$ cat config.mk
export PLATFORM = sky130hd
export DESIGN_NAME = uart_tx_top
export DESIGN_NICKNAME = d
export VERILOG_FILES = /design/src/logic/uart_line_pkg.sv /design/src/logic/uart_reg_pkg.sv /design/src/logic/uart_axil_regs.sv /design/src/logic/uart_tx_fifo.sv /design/src/logic/uart_tx_serializer.sv /design/src/logic/uart_tx_top.sv
export VERILOG_INCLUDE_DIRS = /design/src /design/src/logic
export SDC_FILE = /design/constraint.sdc
export NUM_CORES = 1
export LEC_CHECK = 0
export BUFFER_PORTS_ARGS = -buffer_cell sky130_fd_sc_hd__buf_2
export CAP_MARGIN = 5
export CORE_ASPECT_RATIO = 1.5
export CORE_MARGIN = 3
export CORE_UTILIZATION = 53
export CTS_CLUSTER_DIAMETER = 80
export DETAILED_ROUTE_END_ITERATION = 8
export PLACE_DENSITY = 0.77
export SLEW_MARGIN = 40
export SYNTH_ARGS = -nofsm -noshare
export SYNTH_HDL_FRONTEND = slang
export SYNTH_SLANG_ARGS = --single-unit
$ cat constraint.sdc
create_clock -name clk_i -period 2.91 [get_ports clk_i]
set_clock_uncertainty 0.2 [all_clocks]
set_input_delay 0.582 -clock clk_i [delete_from_list [all_inputs] [get_ports clk_i]]
set_output_delay 0.582 -clock clk_i [all_outputs]
set_load 0.05 [all_outputs]
$ cat src/logic/uart_params.svh
`ifndef UART_PARAMS_SVH
`define UART_PARAMS_SVH

////////////////////////////////////////
// bus widths
////////////////////////////////////////

`define UART_ADDR_W 4
`define UART_DATA_W 32

// widest data word, 9-bit mode
`define UART_FRAME_W 9

// transmit FIFO entries
`define UART_FIFO_DEPTH 4

////////////////////////////////////////
// register byte offsets
////////////////////////////////////////

`define UART_OFS_CTRL   4'h0
`define UART_OFS_BAUD   4'h4
`define UART_OFS_STATUS 4'h8
`define UART_OFS_TXDATA 4'hC

`endif

$ cat src/logic/uart_line_pkg.sv
`include "uart_params.svh"

package uart_line_pkg;

    ////////////////////////////////////////
    // line framing types
    ////////////////////////////////////////

    // data word of one frame, bit 8 unused in 8-bit mode
    typedef logic [`UART_FRAME_W-1:0] frame_word_t;

    // phase accumulator and its increment
    // a carry out of the top bit marks one bit time
    typedef logic [31:0] baud_acc_t;

    // serializer states
    // START covers the wait for the first tick after the pop
    typedef enum logic [2:0] {
        IDLE,
        START,
        DATA,
        PARITY,
        STOP
    } tx_state_e;

endpackage

$ cat src/logic/uart_reg_pkg.sv
`include "uart_params.svh"

package uart_reg_pkg;

    ////////////////////////////////////////
    // AXI4-Lite bus types
    ////////////////////////////////////////

    typedef logic [`UART_ADDR_W-1:0] axil_addr_t;
    typedef logic [`UART_DATA_W-1:0] axil_data_t;
    typedef logic [1:0]              axil_resp_t;

    localparam axil_resp_t RESP_OKAY   = 2'b00;
    localparam axil_resp_t RESP_SLVERR = 2'b10;

    ////////////////////////////////////////
    // control and status registers
    ////////////////////////////////////////

    typedef logic [3:0] ctrl_t;

    localparam int CTRL_TX_ENABLE  = 0;
    localparam int CTRL_NINE_BIT   = 1;
    localparam int CTRL_PARITY_EN  = 2;
    localparam int CTRL_PARITY_ODD = 3;

    typedef logic [3:0] status_t;

    localparam int STAT_FIFO_EMPTY = 0;
    localparam int STAT_FIFO_FULL  = 1;
    localparam int STAT_BUSY       = 2;
    // sticky, cleared by writing 1
    localparam int STAT_TX_DONE    = 3;

endpackage

$ cat src/logic/uart_axil_regs.sv
`timescale 1ns/1ps
`include "uart_params.svh"

module uart_axil_regs (
    input  logic                       clk_i,
    input  logic                       arst_n_i,
    // write address, data and response
    input  uart_reg_pkg::axil_addr_t   s_awaddr_i,
    input  logic                       s_awvalid_i,
    output logic                       s_awready_o,
    input  uart_reg_pkg::axil_data_t   s_wdata_i,
    input  logic                       s_wvalid_i,
    output logic                       s_wready_o,
    output uart_reg_pkg::axil_resp_t   s_bresp_o,
    output logic                       s_bvalid_o,
    input  logic                       s_bready_i,
    // read address and data
    input  uart_reg_pkg::axil_addr_t   s_araddr_i,
    input  logic                       s_arvalid_i,
    output logic                       s_arready_o,
    output uart_reg_pkg::axil_data_t   s_rdata_o,
    output uart_reg_pkg::axil_resp_t   s_rresp_o,
    output logic                       s_rvalid_o,
    input  logic                       s_rready_i,
    // FIFO and serializer flags
    input  logic                       fifo_full_i,
    input  logic                       fifo_empty_i,
    input  logic                       busy_i,
    input  logic                       frame_done_i,
    output logic                       push_o,
    output uart_line_pkg::frame_word_t push_data_o,
    output uart_reg_pkg::ctrl_t        ctrl_o,
    output uart_line_pkg::baud_acc_t   baud_o
);

    uart_reg_pkg::ctrl_t      ctrl_q;
    uart_line_pkg::baud_acc_t baud_q;
    logic                     tx_done_q;
    logic                     bvalid_q;
    logic                     rvalid_q;
    uart_reg_pkg::axil_resp_t bresp_q;
    uart_reg_pkg::axil_resp_t rresp_q;
    uart_reg_pkg::axil_data_t rdata_q;
    uart_reg_pkg::status_t    status;
    logic                     wr_accept;
    logic                     rd_accept;
    logic                     wr_hit_ctrl;
    logic                     wr_hit_baud;
    logic                     wr_hit_status;
    logic                     wr_hit_txdata;
    uart_reg_pkg::axil_resp_t wr_resp;
    uart_reg_pkg::axil_data_t rd_data;
    uart_reg_pkg::axil_resp_t rd_resp;

    ////////////////////////////////////////
    // write decode
    ////////////////////////////////////////

    // address and data are taken together, one write in flight
    assign wr_accept   = s_awvalid_i && s_wvalid_i && !bvalid_q;
    assign s_awready_o = wr_accept;
    assign s_wready_o  = wr_accept;

    assign wr_hit_ctrl   = (s_awaddr_i == `UART_OFS_CTRL);
    assign wr_hit_baud   = (s_awaddr_i == `UART_OFS_BAUD);
    assign wr_hit_status = (s_awaddr_i == `UART_OFS_STATUS);
    assign wr_hit_txdata = (s_awaddr_i == `UART_OFS_TXDATA);

    // a word offered to a full FIFO is dropped
    assign push_o      = wr_accept && wr_hit_txdata && !fifo_full_i;
    assign push_data_o = s_wdata_i[`UART_FRAME_W-1:0];

    always_comb begin
        wr_resp = uart_reg_pkg::RESP_OKAY;
        if (!(wr_hit_ctrl || wr_hit_baud || wr_hit_status || wr_hit_txdata)) begin
            wr_resp = uart_reg_pkg::RESP_SLVERR;
        end else if (wr_hit_txdata && fifo_full_i) begin
            wr_resp = uart_reg_pkg::RESP_SLVERR;
        end
    end

    ////////////////////////////////////////
    // read decode
    ////////////////////////////////////////

    assign rd_accept   = s_arvalid_i && !rvalid_q;
    assign s_arready_o = !rvalid_q;

    always_comb begin
        status = '0;
        status[uart_reg_pkg::STAT_FIFO_EMPTY] = fifo_empty_i;
        status[uart_reg_pkg::STAT_FIFO_FULL]  = fifo_full_i;
        status[uart_reg_pkg::STAT_BUSY]       = busy_i;
        status[uart_reg_pkg::STAT_TX_DONE]    = tx_done_q;
    end

    always_comb begin
        rd_data = '0;
        rd_resp = uart_reg_pkg::RESP_OKAY;
        case (s_araddr_i)
            `UART_OFS_CTRL:   rd_data[$bits(uart_reg_pkg::ctrl_t)-1:0] = ctrl_q;
            `UART_OFS_BAUD:   rd_data = baud_q;
            `UART_OFS_STATUS: rd_data[$bits(uart_reg_pkg::status_t)-1:0] = status;
            // data register is write only
            `UART_OFS_TXDATA: rd_data = '0;
            default:          rd_resp = uart_reg_pkg::RESP_SLVERR;
        endcase
    end

    ////////////////////////////////////////
    // registers and response state
    ////////////////////////////////////////

    always_ff @(posedge clk_i or negedge arst_n_i) begin
        if (!arst_n_i) begin
            ctrl_q    <= '0;
            baud_q    <= '0;
            tx_done_q <= 1'b0;
            bvalid_q  <= 1'b0;
            rvalid_q  <= 1'b0;
        end else begin
            if (wr_accept && wr_hit_ctrl) begin
                ctrl_q <= s_wdata_i[$bits(uart_reg_pkg::ctrl_t)-1:0];
            end
            if (wr_accept && wr_hit_baud) begin
                baud_q <= s_wdata_i;
            end
            // a finishing frame wins over a clear in the same cycle
            if (frame_done_i) begin
                tx_done_q <= 1'b1;
            end else if (wr_accept && wr_hit_status
                         && s_wdata_i[uart_reg_pkg::STAT_TX_DONE]) begin
                tx_done_q <= 1'b0;
            end
            if (wr_accept) begin
                bvalid_q <= 1'b1;
            end else if (s_bready_i) begin
                bvalid_q <= 1'b0;
            end
            if (rd_accept) begin
                rvalid_q <= 1'b1;
            end else if (s_rready_i) begin
                rvalid_q <= 1'b0;
            end
        end
    end

    always_ff @(posedge clk_i) begin
        if (wr_accept) begin
            bresp_q <= wr_resp;
        end
        if (rd_accept) begin
            rdata_q <= rd_data;
            rresp_q <= rd_resp;
        end
    end

    assign s_bvalid_o = bvalid_q;
    assign s_bresp_o  = bresp_q;
    assign s_rvalid_o = rvalid_q;
    assign s_rdata_o  = rdata_q;
    assign s_rresp_o  = rresp_q;
    assign ctrl_o     = ctrl_q;
    assign baud_o     = baud_q;

    // responses hold steady under back-pressure
    bvalid_hold: assert property (@(posedge clk_i) disable iff (!arst_n_i)
        s_bvalid_o && !s_bready_i |=> s_bvalid_o && $stable(s_bresp_o));

    rvalid_hold: assert property (@(posedge clk_i) disable iff (!arst_n_i)
        s_rvalid_o && !s_rready_i |=> s_rvalid_o && $stable(s_rdata_o));

endmodule

$ cat src/logic/uart_tx_fifo.sv
`timescale 1ns/1ps
`include "uart_params.svh"

module uart_tx_fifo (
    input  logic                       clk_i,
    input  logic                       arst_n_i,
    input  logic                       push_i,
    input  uart_line_pkg::frame_word_t push_data_i,
    input  logic                       pop_i,
    output uart_line_pkg::frame_word_t head_o,
    output logic                       empty_o,
    output logic                       full_o
);

    localparam int DEPTH = `UART_FIFO_DEPTH;
    localparam int PTR_W = $clog2(DEPTH);

    uart_line_pkg::frame_word_t mem [DEPTH];
    logic [PTR_W-1:0]           wr_ptr_q;
    logic [PTR_W-1:0]           rd_ptr_q;
    logic [PTR_W:0]             count_q;

    // wrap explicitly so any depth works
    function automatic logic [PTR_W-1:0] ptr_next(input logic [PTR_W-1:0] ptr);
        if (ptr == PTR_W'(DEPTH - 1)) begin
            return '0;
        end
        return ptr + 1'b1;
    endfunction

    always_ff @(posedge clk_i or negedge arst_n_i) begin
        if (!arst_n_i) begin
            wr_ptr_q <= '0;
            rd_ptr_q <= '0;
            count_q  <= '0;
        end else begin
            if (push_i) begin
                wr_ptr_q <= ptr_next(wr_ptr_q);
            end
            if (pop_i) begin
                rd_ptr_q <= ptr_next(rd_ptr_q);
            end
            case ({push_i, pop_i})
                2'b10:   count_q <= count_q + 1'b1;
                2'b01:   count_q <= count_q - 1'b1;
                default: count_q <= count_q;
            endcase
        end
    end

    always_ff @(posedge clk_i) begin
        if (push_i) begin
            mem[wr_ptr_q] <= push_data_i;
        end
    end

    assign head_o  = mem[rd_ptr_q];
    assign empty_o = (count_q == '0);
    assign full_o  = (count_q == (PTR_W + 1)'(DEPTH));

    // the register block and the serializer check the flags
    no_push_when_full: assert property (@(posedge clk_i) disable iff (!arst_n_i)
        push_i |-> !full_o);

    no_pop_when_empty: assert property (@(posedge clk_i) disable iff (!arst_n_i)
        pop_i |-> !empty_o);

endmodule

$ cat src/logic/uart_tx_serializer.sv
`timescale 1ns/1ps

module uart_tx_serializer (
    input  logic                       clk_i,
    input  logic                       arst_n_i,
    input  uart_reg_pkg::ctrl_t        ctrl_i,
    input  uart_line_pkg::baud_acc_t   baud_i,
    input  logic                       fifo_empty_i,
    input  uart_line_pkg::frame_word_t head_i,
    output logic                       pop_o,
    output logic                       busy_o,
    output logic                       frame_done_o,
    output logic                       uart_tx_o
);

    localparam int ACC_W = $bits(uart_line_pkg::baud_acc_t);

    uart_line_pkg::tx_state_e   state_q;
    uart_line_pkg::baud_acc_t   acc_q;
    logic [ACC_W:0]             acc_sum;
    logic                       tick;
    logic [3:0]                 bit_cnt_q;
    logic [3:0]                 last_bit;
    uart_line_pkg::frame_word_t shift_q;
    uart_line_pkg::frame_word_t pop_word;
    logic                       nine_q;
    logic                       par_en_q;
    logic                       parity_q;
    logic                       tx_q;
    logic                       launch_data;

    ////////////////////////////////////////
    // baud generator
    ////////////////////////////////////////

    // carry out of the accumulator is the bit tick
    assign acc_sum = {1'b0, acc_q} + {1'b0, baud_i};
    assign tick    = acc_sum[ACC_W];

    ////////////////////////////////////////
    // frame control
    ////////////////////////////////////////

    assign pop_o = (state_q == uart_line_pkg::IDLE) && ctrl_i[uart_reg_pkg::CTRL_TX_ENABLE]
                   && !fifo_empty_i;

    // top bit is not sent in 8-bit mode, so keep it out of the parity
    always_comb begin
        pop_word = head_i;
        if (!ctrl_i[uart_reg_pkg::CTRL_NINE_BIT]) begin
            pop_word[$bits(pop_word)-1] = 1'b0;
        end
    end

    assign last_bit = nine_q ? 4'd8 : 4'd7;

    // start bit ending, or a data bit ending with more to go
    assign launch_data = tick && (((state_q == uart_line_pkg::START) && !tx_q)
                         || ((state_q == uart_line_pkg::DATA) && (bit_cnt_q != last_bit)));

    always_ff @(posedge clk_i or negedge arst_n_i) begin
        if (!arst_n_i) begin
            acc_q     <= '0;
            state_q   <= uart_line_pkg::IDLE;
            tx_q      <= 1'b1;
            bit_cnt_q <= '0;
        end else begin
            acc_q <= acc_sum[ACC_W-1:0];
            case (state_q)
                uart_line_pkg::IDLE: begin
                    if (pop_o) begin
                        state_q <= uart_line_pkg::START;
                    end
                end
                // line still high means the start bit has not begun yet
                uart_line_pkg::START: begin
                    if (tick && tx_q) begin
                        tx_q <= 1'b0;
                    end else if (launch_data) begin
                        tx_q      <= shift_q[0];
                        bit_cnt_q <= '0;
                        state_q   <= uart_line_pkg::DATA;
                    end
                end
                uart_line_pkg::DATA: begin
                    if (launch_data) begin
                        tx_q      <= shift_q[0];
                        bit_cnt_q <= bit_cnt_q + 1'b1;
                    end else if (tick && par_en_q) begin
                        tx_q    <= parity_q;
                        state_q <= uart_line_pkg::PARITY;
                    end else if (tick) begin
                        tx_q    <= 1'b1;
                        state_q <= uart_line_pkg::STOP;
                    end
                end
                uart_line_pkg::PARITY: begin
                    if (tick) begin
                        tx_q    <= 1'b1;
                        state_q <= uart_line_pkg::STOP;
                    end
                end
                uart_line_pkg::STOP: begin
                    if (tick) begin
                        state_q <= uart_line_pkg::IDLE;
                    end
                end
                default: state_q <= uart_line_pkg::IDLE;
            endcase
        end
    end

    // control fields are frozen at the pop for the whole frame
    always_ff @(posedge clk_i) begin
        if (pop_o) begin
            shift_q  <= pop_word;
            nine_q   <= ctrl_i[uart_reg_pkg::CTRL_NINE_BIT];
            par_en_q <= ctrl_i[uart_reg_pkg::CTRL_PARITY_EN];
            parity_q <= ^pop_word ^ ctrl_i[uart_reg_pkg::CTRL_PARITY_ODD];
        end else if (launch_data) begin
            shift_q <= shift_q >> 1;
        end
    end

    assign busy_o       = (state_q != uart_line_pkg::IDLE);
    assign frame_done_o = (state_q == uart_line_pkg::STOP) && tick;
    assign uart_tx_o    = tx_q;

    line_idle_high: assert property (@(posedge clk_i) disable iff (!arst_n_i)
        state_q == uart_line_pkg::IDLE |-> uart_tx_o);

endmodule

$ cat src/logic/uart_tx_top.sv
`timescale 1ns/1ps

module uart_tx_top (
    input  logic                     clk_i,
    input  logic                     arst_n_i,
    input  uart_reg_pkg::axil_addr_t s_awaddr_i,
    input  logic                     s_awvalid_i,
    output logic                     s_awready_o,
    input  uart_reg_pkg::axil_data_t s_wdata_i,
    input  logic                     s_wvalid_i,
    output logic                     s_wready_o,
    output uart_reg_pkg::axil_resp_t s_bresp_o,
    output logic                     s_bvalid_o,
    input  logic                     s_bready_i,
    input  uart_reg_pkg::axil_addr_t s_araddr_i,
    input  logic                     s_arvalid_i,
    output logic                     s_arready_o,
    output uart_reg_pkg::axil_data_t s_rdata_o,
    output uart_reg_pkg::axil_resp_t s_rresp_o,
    output logic                     s_rvalid_o,
    input  logic                     s_rready_i,
    output logic                     uart_tx_o
);

    logic                       push;
    uart_line_pkg::frame_word_t push_data;
    logic                       pop;
    uart_line_pkg::frame_word_t head;
    logic                       fifo_empty;
    logic                       fifo_full;
    logic                       busy;
    logic                       frame_done;
    uart_reg_pkg::ctrl_t        ctrl;
    uart_line_pkg::baud_acc_t   baud;

    // register block produces frame words
    uart_axil_regs u_regs (
        .clk_i        (clk_i),
        .arst_n_i     (arst_n_i),
        .s_awaddr_i   (s_awaddr_i),
        .s_awvalid_i  (s_awvalid_i),
        .s_awready_o  (s_awready_o),
        .s_wdata_i    (s_wdata_i),
        .s_wvalid_i   (s_wvalid_i),
        .s_wready_o   (s_wready_o),
        .s_bresp_o    (s_bresp_o),
        .s_bvalid_o   (s_bvalid_o),
        .s_bready_i   (s_bready_i),
        .s_araddr_i   (s_araddr_i),
        .s_arvalid_i  (s_arvalid_i),
        .s_arready_o  (s_arready_o),
        .s_rdata_o    (s_rdata_o),
        .s_rresp_o    (s_rresp_o),
        .s_rvalid_o   (s_rvalid_o),
        .s_rready_i   (s_rready_i),
        .fifo_full_i  (fifo_full),
        .fifo_empty_i (fifo_empty),
        .busy_i       (busy),
        .frame_done_i (frame_done),
        .push_o       (push),
        .push_data_o  (push_data),
        .ctrl_o       (ctrl),
        .baud_o       (baud)
    );

    uart_tx_fifo u_fifo (
        .clk_i       (clk_i),
        .arst_n_i    (arst_n_i),
        .push_i      (push),
        .push_data_i (push_data),
        .pop_i       (pop),
        .head_o      (head),
        .empty_o     (fifo_empty),
        .full_o      (fifo_full)
    );

    // serializer drains the FIFO onto the line
    uart_tx_serializer u_serializer (
        .clk_i        (clk_i),
        .arst_n_i     (arst_n_i),
        .ctrl_i       (ctrl),
        .baud_i       (baud),
        .fifo_empty_i (fifo_empty),
        .head_i       (head),
        .pop_o        (pop),
        .busy_o       (busy),
        .frame_done_o (frame_done),
        .uart_tx_o    (uart_tx_o)
    );

endmodule

**After elaboration in Yosys (flattened, before gate mapping)**

Memories as Yosys holds them, arrays and structs flattened.
Index checks and enable logic that the tools add are counted.

- Shift-type cells: 0
- Reductions and logical operators: 44
- Eq/ne operators: 23
- Div/mod/pow operators: 0
- Bitwise gates (word level): 1
- Multipliers: 0
- Muxes and demuxes: 42
- Order comparisons: 0
- Add/subtract/negate cells: 6

Operators by type and width:

| operator | number |
|---|---|
| adder 32 x 32 -> 33 bit | 1 |
| two-way mux 3 bit | 7 |
| logical AND 1 bit | 18 |
| two-way mux 1 bit | 18 |
| two-way mux 9 bit | 2 |
| equality test 4 bit (second input constant) | 4 |
| two-way mux 4 bit | 4 |
| case mux 3 bit (5 select lines) | 1 |
| two-way mux 2 bit | 6 |
| case mux 4 bit (3 select lines) | 1 |
| nonzero test 2 bit | 6 |
| XOR reduction 9 bit | 1 |
| equality test 4 x 3 -> 1 bit (second input constant) | 2 |
| logical NOT 4 bit | 2 |
| case mux 4 bit (2 select lines) | 1 |
| equality test 2 bit (second input constant) | 3 |
| equality test 3 x 2 -> 1 bit (second input constant) | 2 |
| equality test 3 bit (second input constant) | 2 |
| logical NOT 3 bit | 2 |
| inequality test 2 x 1 -> 1 bit (second input constant) | 3 |
| inequality test 2 bit (second input constant) | 3 |
| case mux 3 bit (2 select lines) | 1 |
| nonzero test 3 bit | 2 |
| logical NOT 1 bit | 5 |
| other kinds (15) | 19 |

- Output and inout port bits: 42
- Bits in latches: 0
- ROM bits: 0
- Bits in writable memories: 36
- Bits of input ports: 47
- Memories kept: 1
- Word-level logic and storage cells: 137
- Flip-flop bits (word level): 134

Memories:

| name | depth | bits a word | read ports | clocked after Yosys merged registers in | wr ports | RTL line | source |
|---|---|---|---|---|---|---|---|
| u_fifo.mem | 4 | 9 | 1 | 0 | 1 | uart_tx_fifo.sv:18 | `uart_line_pkg::frame_word_t mem [DEPTH];` |

**Longest topological paths before layout**

- Depth in word-level cells: 8
- Gate-level depth with buffers: 11
- Depth with buffers taken out: 11

**Modules after synthesis**

A second synthesis with hierarchy kept.

- Cell total of the unflattened synthesis: 634
- Area, all modules: 8310.5 µm²

By module, submodules not included:

| module | cells each | area an instance (µm²) | sequential area each (µm²) | instances |
|---|---|---|---|---|
| uart_tx_serializer | 356 | 3475.8 | 1362.6 | 1 |
| uart_axil_regs | 193 | 3115.5 | 1996.9 | 1 |
| uart_tx_fifo | 85 | 1719.1 | 1256.2 | 1 |

**Worst setup path before layout**

OpenSTA, ideal clock, no wires.

- Kind: reg-to-reg
- Start: register u_regs.bvalid_q (netlist: u_regs.s_bvalid_o)
- End: register u_fifo.count_q[1]
- Setup time: 83 ps
- Arrival: 3012 ps
- Stages on the path, launching flop included: 9
- Data required time: 2627 ps
- Path buffers: 0
- Setup slack: -384 ps
- Period minus slack after synthesis: 3294 ps
- Cell sequence: dfrtp_1 nor2_1 nand2_1 nor3_1 inv_1 ha_1 inv_1 fa_1 o21ai_0

- Longest elaborated chain between the ends: 6
- Elaborated cells between the ends (all ways): 8
- Those cells by class: eq/ne (2); mux (1); reduce/logical (5)

RTL lines:

| element | RTL line | source |
|---|---|---|
| start: declaration | uart_axil_regs.sv:39 | `logic bvalid_q;` |
| start signal: assignment | uart_axil_regs.sv:119 | `bvalid_q <= 1'b0;` |
| start signal: assignment | uart_axil_regs.sv:136 | `bvalid_q <= 1'b1;` |
| start signal: assignment | uart_axil_regs.sv:138 | `bvalid_q <= 1'b0;` |
| logical NOT 1 bit * | uart_axil_regs.sv:60 | `assign wr_accept = s_awvalid_i && s_wvalid_i && !bvalid_q;` |
| logical AND 1 bit * | uart_axil_regs.sv:60 |  |
| via s_awready_o | uart_tx_top.sv:8 | `output logic s_awready_o,` |
| logical AND 1 bit * (2 in a row) | uart_axil_regs.sv:70 | `assign push_o = wr_accept && wr_hit_txdata && !fifo_full_i;` |
| equality test 2 x 1 -> 1 bit / equality test 2 bit (equally long branches) | uart_tx_fifo.sv:43 | `case ({push_i, pop_i})` |
| case mux 3 bit (2 select lines) / nonzero test 2 bit (equally long branches) | n/a |  |
| end signal: assignment | uart_tx_fifo.sv:44 | `2'b10: count_q <= count_q + 1'b1;` |
| end signal: assignment | uart_tx_fifo.sv:45 | `2'b01: count_q <= count_q - 1'b1;` |
| end signal: assignment | uart_tx_fifo.sv:46 | `default: count_q <= count_q;` |
| end: declaration | uart_tx_fifo.sv:21 | `logic [PTR_W:0] count_q;` |

Mark *: on every way through the listed nets, which the timed path passes. The rest lies on a longest branch.
A chain may end at the register's enable or synchronous reset.

**Worst setup path in the final report**

- Start: register u_serializer.acc_q[28]
- End: register u_serializer.bit_cnt_q[3]

- Longest elaborated chain between the ends: 4
- Elaborated cells between the ends (all ways): 7
- Those cells by class: add/sub (1); eq/ne (3); reduce/logical (3)

RTL lines:

| element | RTL line | source |
|---|---|---|
| start: declaration | uart_tx_serializer.sv:19 | `uart_line_pkg::baud_acc_t acc_q;` |
| start signal: assignment | uart_tx_serializer.sv:68 | `acc_q <= acc_sum[ACC_W-1:0];` |
| adder 32 x 32 -> 33 bit * | uart_tx_serializer.sv:37 | `assign acc_sum = {1'b0, acc_q} + {1'b0, baud_i};` |
| logical AND 1 bit (on tied branches) | uart_tx_serializer.sv:58, uart_tx_serializer.sv:77 |  |
| inequality test 2 x 1 -> 1 bit (no source line) / inequality test 2 bit (equally long branches) | n/a |  |
| AND reduction 4 bit (no source line) * | n/a |  |
| end signal: assignment | uart_tx_serializer.sv:88 | `bit_cnt_q <= bit_cnt_q + 1'b1;` |
| end: declaration | uart_tx_serializer.sv:22 | `logic [3:0] bit_cnt_q;` |

Mark *: on every way between the ends. The rest lies on a longest branch, timed or not.

==> run_results.csv <==
group,metric,value,unit
route,dr.pass1.iters,5,
logic_synthesis,synth_ff_type,"dfrtp_1",
clocking,clkTransAtPathRegs,0.08,ns
worst_setup_path,cp.required,3.06,ns
floorplan,core,0.0147,mm2
sta,worst_slack,-0.0945,ns
final_layout,antenna_cells,0,
global_routing,grt_usage,0.228,
run_status,violations,"setup timing",
place,port_buffers,86,
sta,hold_viol_final,0,
floorplan,io_pins,89,
pwr,vdd_drop_max,476,uV
logic_synthesis,synth-edff-count,82,
worst_setup_path,critPathCaptureType,"register",
worst_setup_path,r2r_cells,8,
worst_setup_path,rrSetupSlack,-0.09,ns
pwr,power,9.47,mW
worst_setup_path,endpoint,"u_serializer.bit_cnt_q[3]",
logic_synthesis,seq_area_frac_synth,0.570,
logic_synthesis,synthCells,639,
sta,max_freq,333,MHz
logic_synthesis,yosysTopAreaCellShare,0.304,
logic_synthesis,syn_area,0.00809,mm2
sta,rsz0062_at_grt,"true",
worst_setup_path,r2r-end,"u_serializer.bit_cnt_q[3]",
worst_setup_path,timing.rr.start,"u_serializer.acc_q[28]",
hold_path,min_path_type,"in -> reg",
floorplan,start_util,0.549,
logic_synthesis,yosysWarningCount,0,
route,detail_route.wl_per_cell,18.5,um
sta,final_max_slew_viol_count,0,
sta,relSlewSlack,0.562,
place,placed_area,0.00906,mm2
worst_setup_path,crit_fanout,4,
place,dp.final_hpwl,12900,um
logic_synthesis,synth_top_area_cell,"edfxtp_1",
pwr,p_leak,4.27,nW
logic_synthesis,ys_ff_latch,168,
logic_synthesis,synth.avg_cell_area,12.7,um2
clocking,root_buffer,"clkbuf_16",
sta,worst_slew_pin_slew,0.657,ns
route,ant_nets,0,
floorplan,die_h,157,um
clocking,htreeDepth,4,
worst_setup_path,cp-start-kind,"register",
final_layout,n_fill_cell,1081,
sta,period_share,1.03,
pwr,intPower,5.95,mW
clocking,insertion_delay,0.43,ns
global_routing,grt_pass1_vias,6061,
global_routing,grt_pass1_wl,30000,um
route,drt_iter0_drc,374,
logic_synthesis,synth_cell_types,62,
floorplan,rows,54,
pwr,powerDensity,958,mW/mm2
clocking,cts_buffer_depth,2,
route,dr_total_vias,5692,
floorplan,die_area,0.0168,mm2
final_layout,final_area,0.00989,mm2
floorplan,die-width,107,um
global_routing,grt_max_degree,49,
route,drc_errors,0,
route,drt-total-wl,18300,um
worst_setup_path,cp-startpoint,"u_serializer.acc_q[28]",
place,globalplace.congestion,0.942,
pwr,comb_power_share,0.401,
final_layout,final_cell_mix,"buf_2 (85), dfrtp_1 (85), edfxtp_1 (82), buf_4 (54), mux2_2 (46)",
clocking,tritoncts,"done",
final_layout,nets,865,
final_layout,areaGrowthSynthToFinish,22.2,%
pwr,pwr-share-seq,0.363,
final_layout,layout-drive-gt1-share,0.335,
job,maxCapViolCount,0,
route,routed_via_density,5.77,
sta,min_period,3.00,ns
worst_setup_path,crit_type,"reg -> reg",
pwr,swShare,0.372,
pwr,p_sw,3.52,mW
pwr,power_frac_clock,0.236,
logic_synthesis,synth.area.top_cells,"edfxtp_1 (30%), dfrtp_1 (26%), mux2_2 (6.4%)",
clocking,cts_inserted_buffers,17,
worst_setup_path,cp.arrival,3.16,ns
logic_synthesis,synthArstFlopShare,0.512,
global_routing,overflow,0,
clocking,cts_num_sinks,168,
run_status,outcome,"complete, but fails checks",
sta,setup_viol,10,
global_routing,grt_antenna_before_repair,0,
==> per-layer routing <==
layer / vias to the layer above / GRT usage / part of all wire
met5: - / 0 / 0
met4: 0 / 0.0871 / 0.029
met3: 44 / 0.0427 / 0.034
met2: 162 / 0.439 / 0.57
met1: 2851 / 0.245 / 0.36
li1: 2635 / - / -
==> through the flow <==
stage | hold WS, ns | TNS [ns] | instances | setup slack, ns | utilization
finish | 0.126 | -0.694 | 986 | -0.0945 | 0.671
global route | 0.127 | -2.04 | 986 | -0.179 | 0.671
CTS | 0.112 | -0.254 | 982 | -0.0543 | 0.665
detailed placement | 0.261 | -1.35 | 945 | -0.132 | 0.615
global placement | 0.254 | -0.440 | 945 | -0.0484 | 0.615
floorplan | 0.0864 | -0.0116 | 640 | -0.00925 | -
==> registers in the layout, summed over array words and instances, names as in the netlist, 2 cells and up <==
name,cells
u_serializer.bit_cnt_q,4
u_fifo.mem,36
u_serializer.state_q,3
u_fifo.rd_ptr_q,2
u_serializer.acc_q,32
u_fifo.count_q,3
u_regs.baud_o,32
u_regs.ctrl_o,4
u_regs.s_rdata_o,32
u_serializer.shift_q,9
u_fifo.wr_ptr_q,2
==> synthesized netlist by cell type, types with 2 or more instances <==
cell type	number
a31oi_1	5
mux2i_1	4
o21bai_1	6
or2_2	2
clkbuf_1	13
fa_1	2
o21ai_0	30
a31o_2	2
a211oi_1	8
nor3b_1	3
edfxtp_1	82
mux2_2	46
a21oi_1	38
o311ai_0	2
nand3b_1	2
a21boi_0	2
mux4_2	9
ha_1	39
a311oi_1	2
and3_1	3
xor2_1	16
xnor2_1	22
a21o_1	12
nor3_1	10
nand2_1	34
dfrtp_1	85
nor2_1	34
nor4_1	3
inv_1	16
nand3_1	10
buf_1	3
nor2b_1	7
or3_1	2
nand2b_1	5
nand4_1	7
and2_1	33
o31ai_1	5
buf_2	5
o21a_1	3
o211ai_1	3
buf_4	3
==> area by class of cell <==
class / count / area [um2] / area share
Timing Repair Buffer: 141 / 861 / 0.0871
Multi-Input combinational cell: 433 / 3510 / 0.355
Clock inverter: 15 / 171 / 0.0173
Inverter: 16 / 60.1 / 0.00607
Sequential cell: 168 / 4620 / 0.467
Clock buffer: 17 / 425 / 0.0430
Tap cell: 196 / 245 / 0.0248
==> power by group through the flow <==
stage               sequential, mW  combinational [mW]  clock [mW]
CTS                           3.43                3.66        2.26
global route                  3.50                4.17        2.37
finish                        3.43                3.80        2.24
global placement              3.40                3.33           0
floorplan                     3.41                2.48           0
detailed placement            3.44                3.50           0
==> how the worst min path moves through the flow <==
stage / start / end / slack, ns / depth (start not counted)
after global placement: u_serializer.acc_q[0] / u_serializer.acc_q[0] / 0.25 / 1
after floorplan: arst_n_i / u_fifo.count_q[0] / 0.09 / 0
after detailed placement: u_serializer.acc_q[0] / u_serializer.acc_q[0] / 0.26 / 1
after global routing: s_bready_i / u_regs.s_bvalid_o / 0.13 / 2
final: s_rready_i / u_regs.s_rvalid_o / 0.13 / 2
after CTS: s_rready_i / u_regs.s_rvalid_o / 0.11 / 2
==> timing repair <==
| action | CTS | global route |
|---|---|---|
| pin swaps | 8 | 9 |
| gates cloned | 0 | 1 |
| hold buffers | 1 | 0 |
| gates resized for setup | 14 | 22 |
| setup buffers | 4 | 4 |
| endpoints found under the setup margin | 18 | 25 |
| endpoints found under the hold margin | 38 | 0 |
==> cells by family after synthesis <==
kind of cell    share of synthesized area
fa+ha+maj                          0.0653
xor+xnor                           0.0411
mux                                0.0940
buf+inv                            0.0207
other cells                      0.000463
compound gates                      0.105
flops                               0.570
simple gates                        0.103
==> critical path, cell delays in order (launching register included) <==
cell	delay (ns)
dfrtp_1	0.42
ha_4	0.28
nand4_1	0.18
or4_1	0.44
or3_4	0.35
a211oi_4	0.26
o211ai_2	0.15
or4b_1	0.53
nand3_1	0.11
Note: power is estimated with default switching activity, not from simulation.
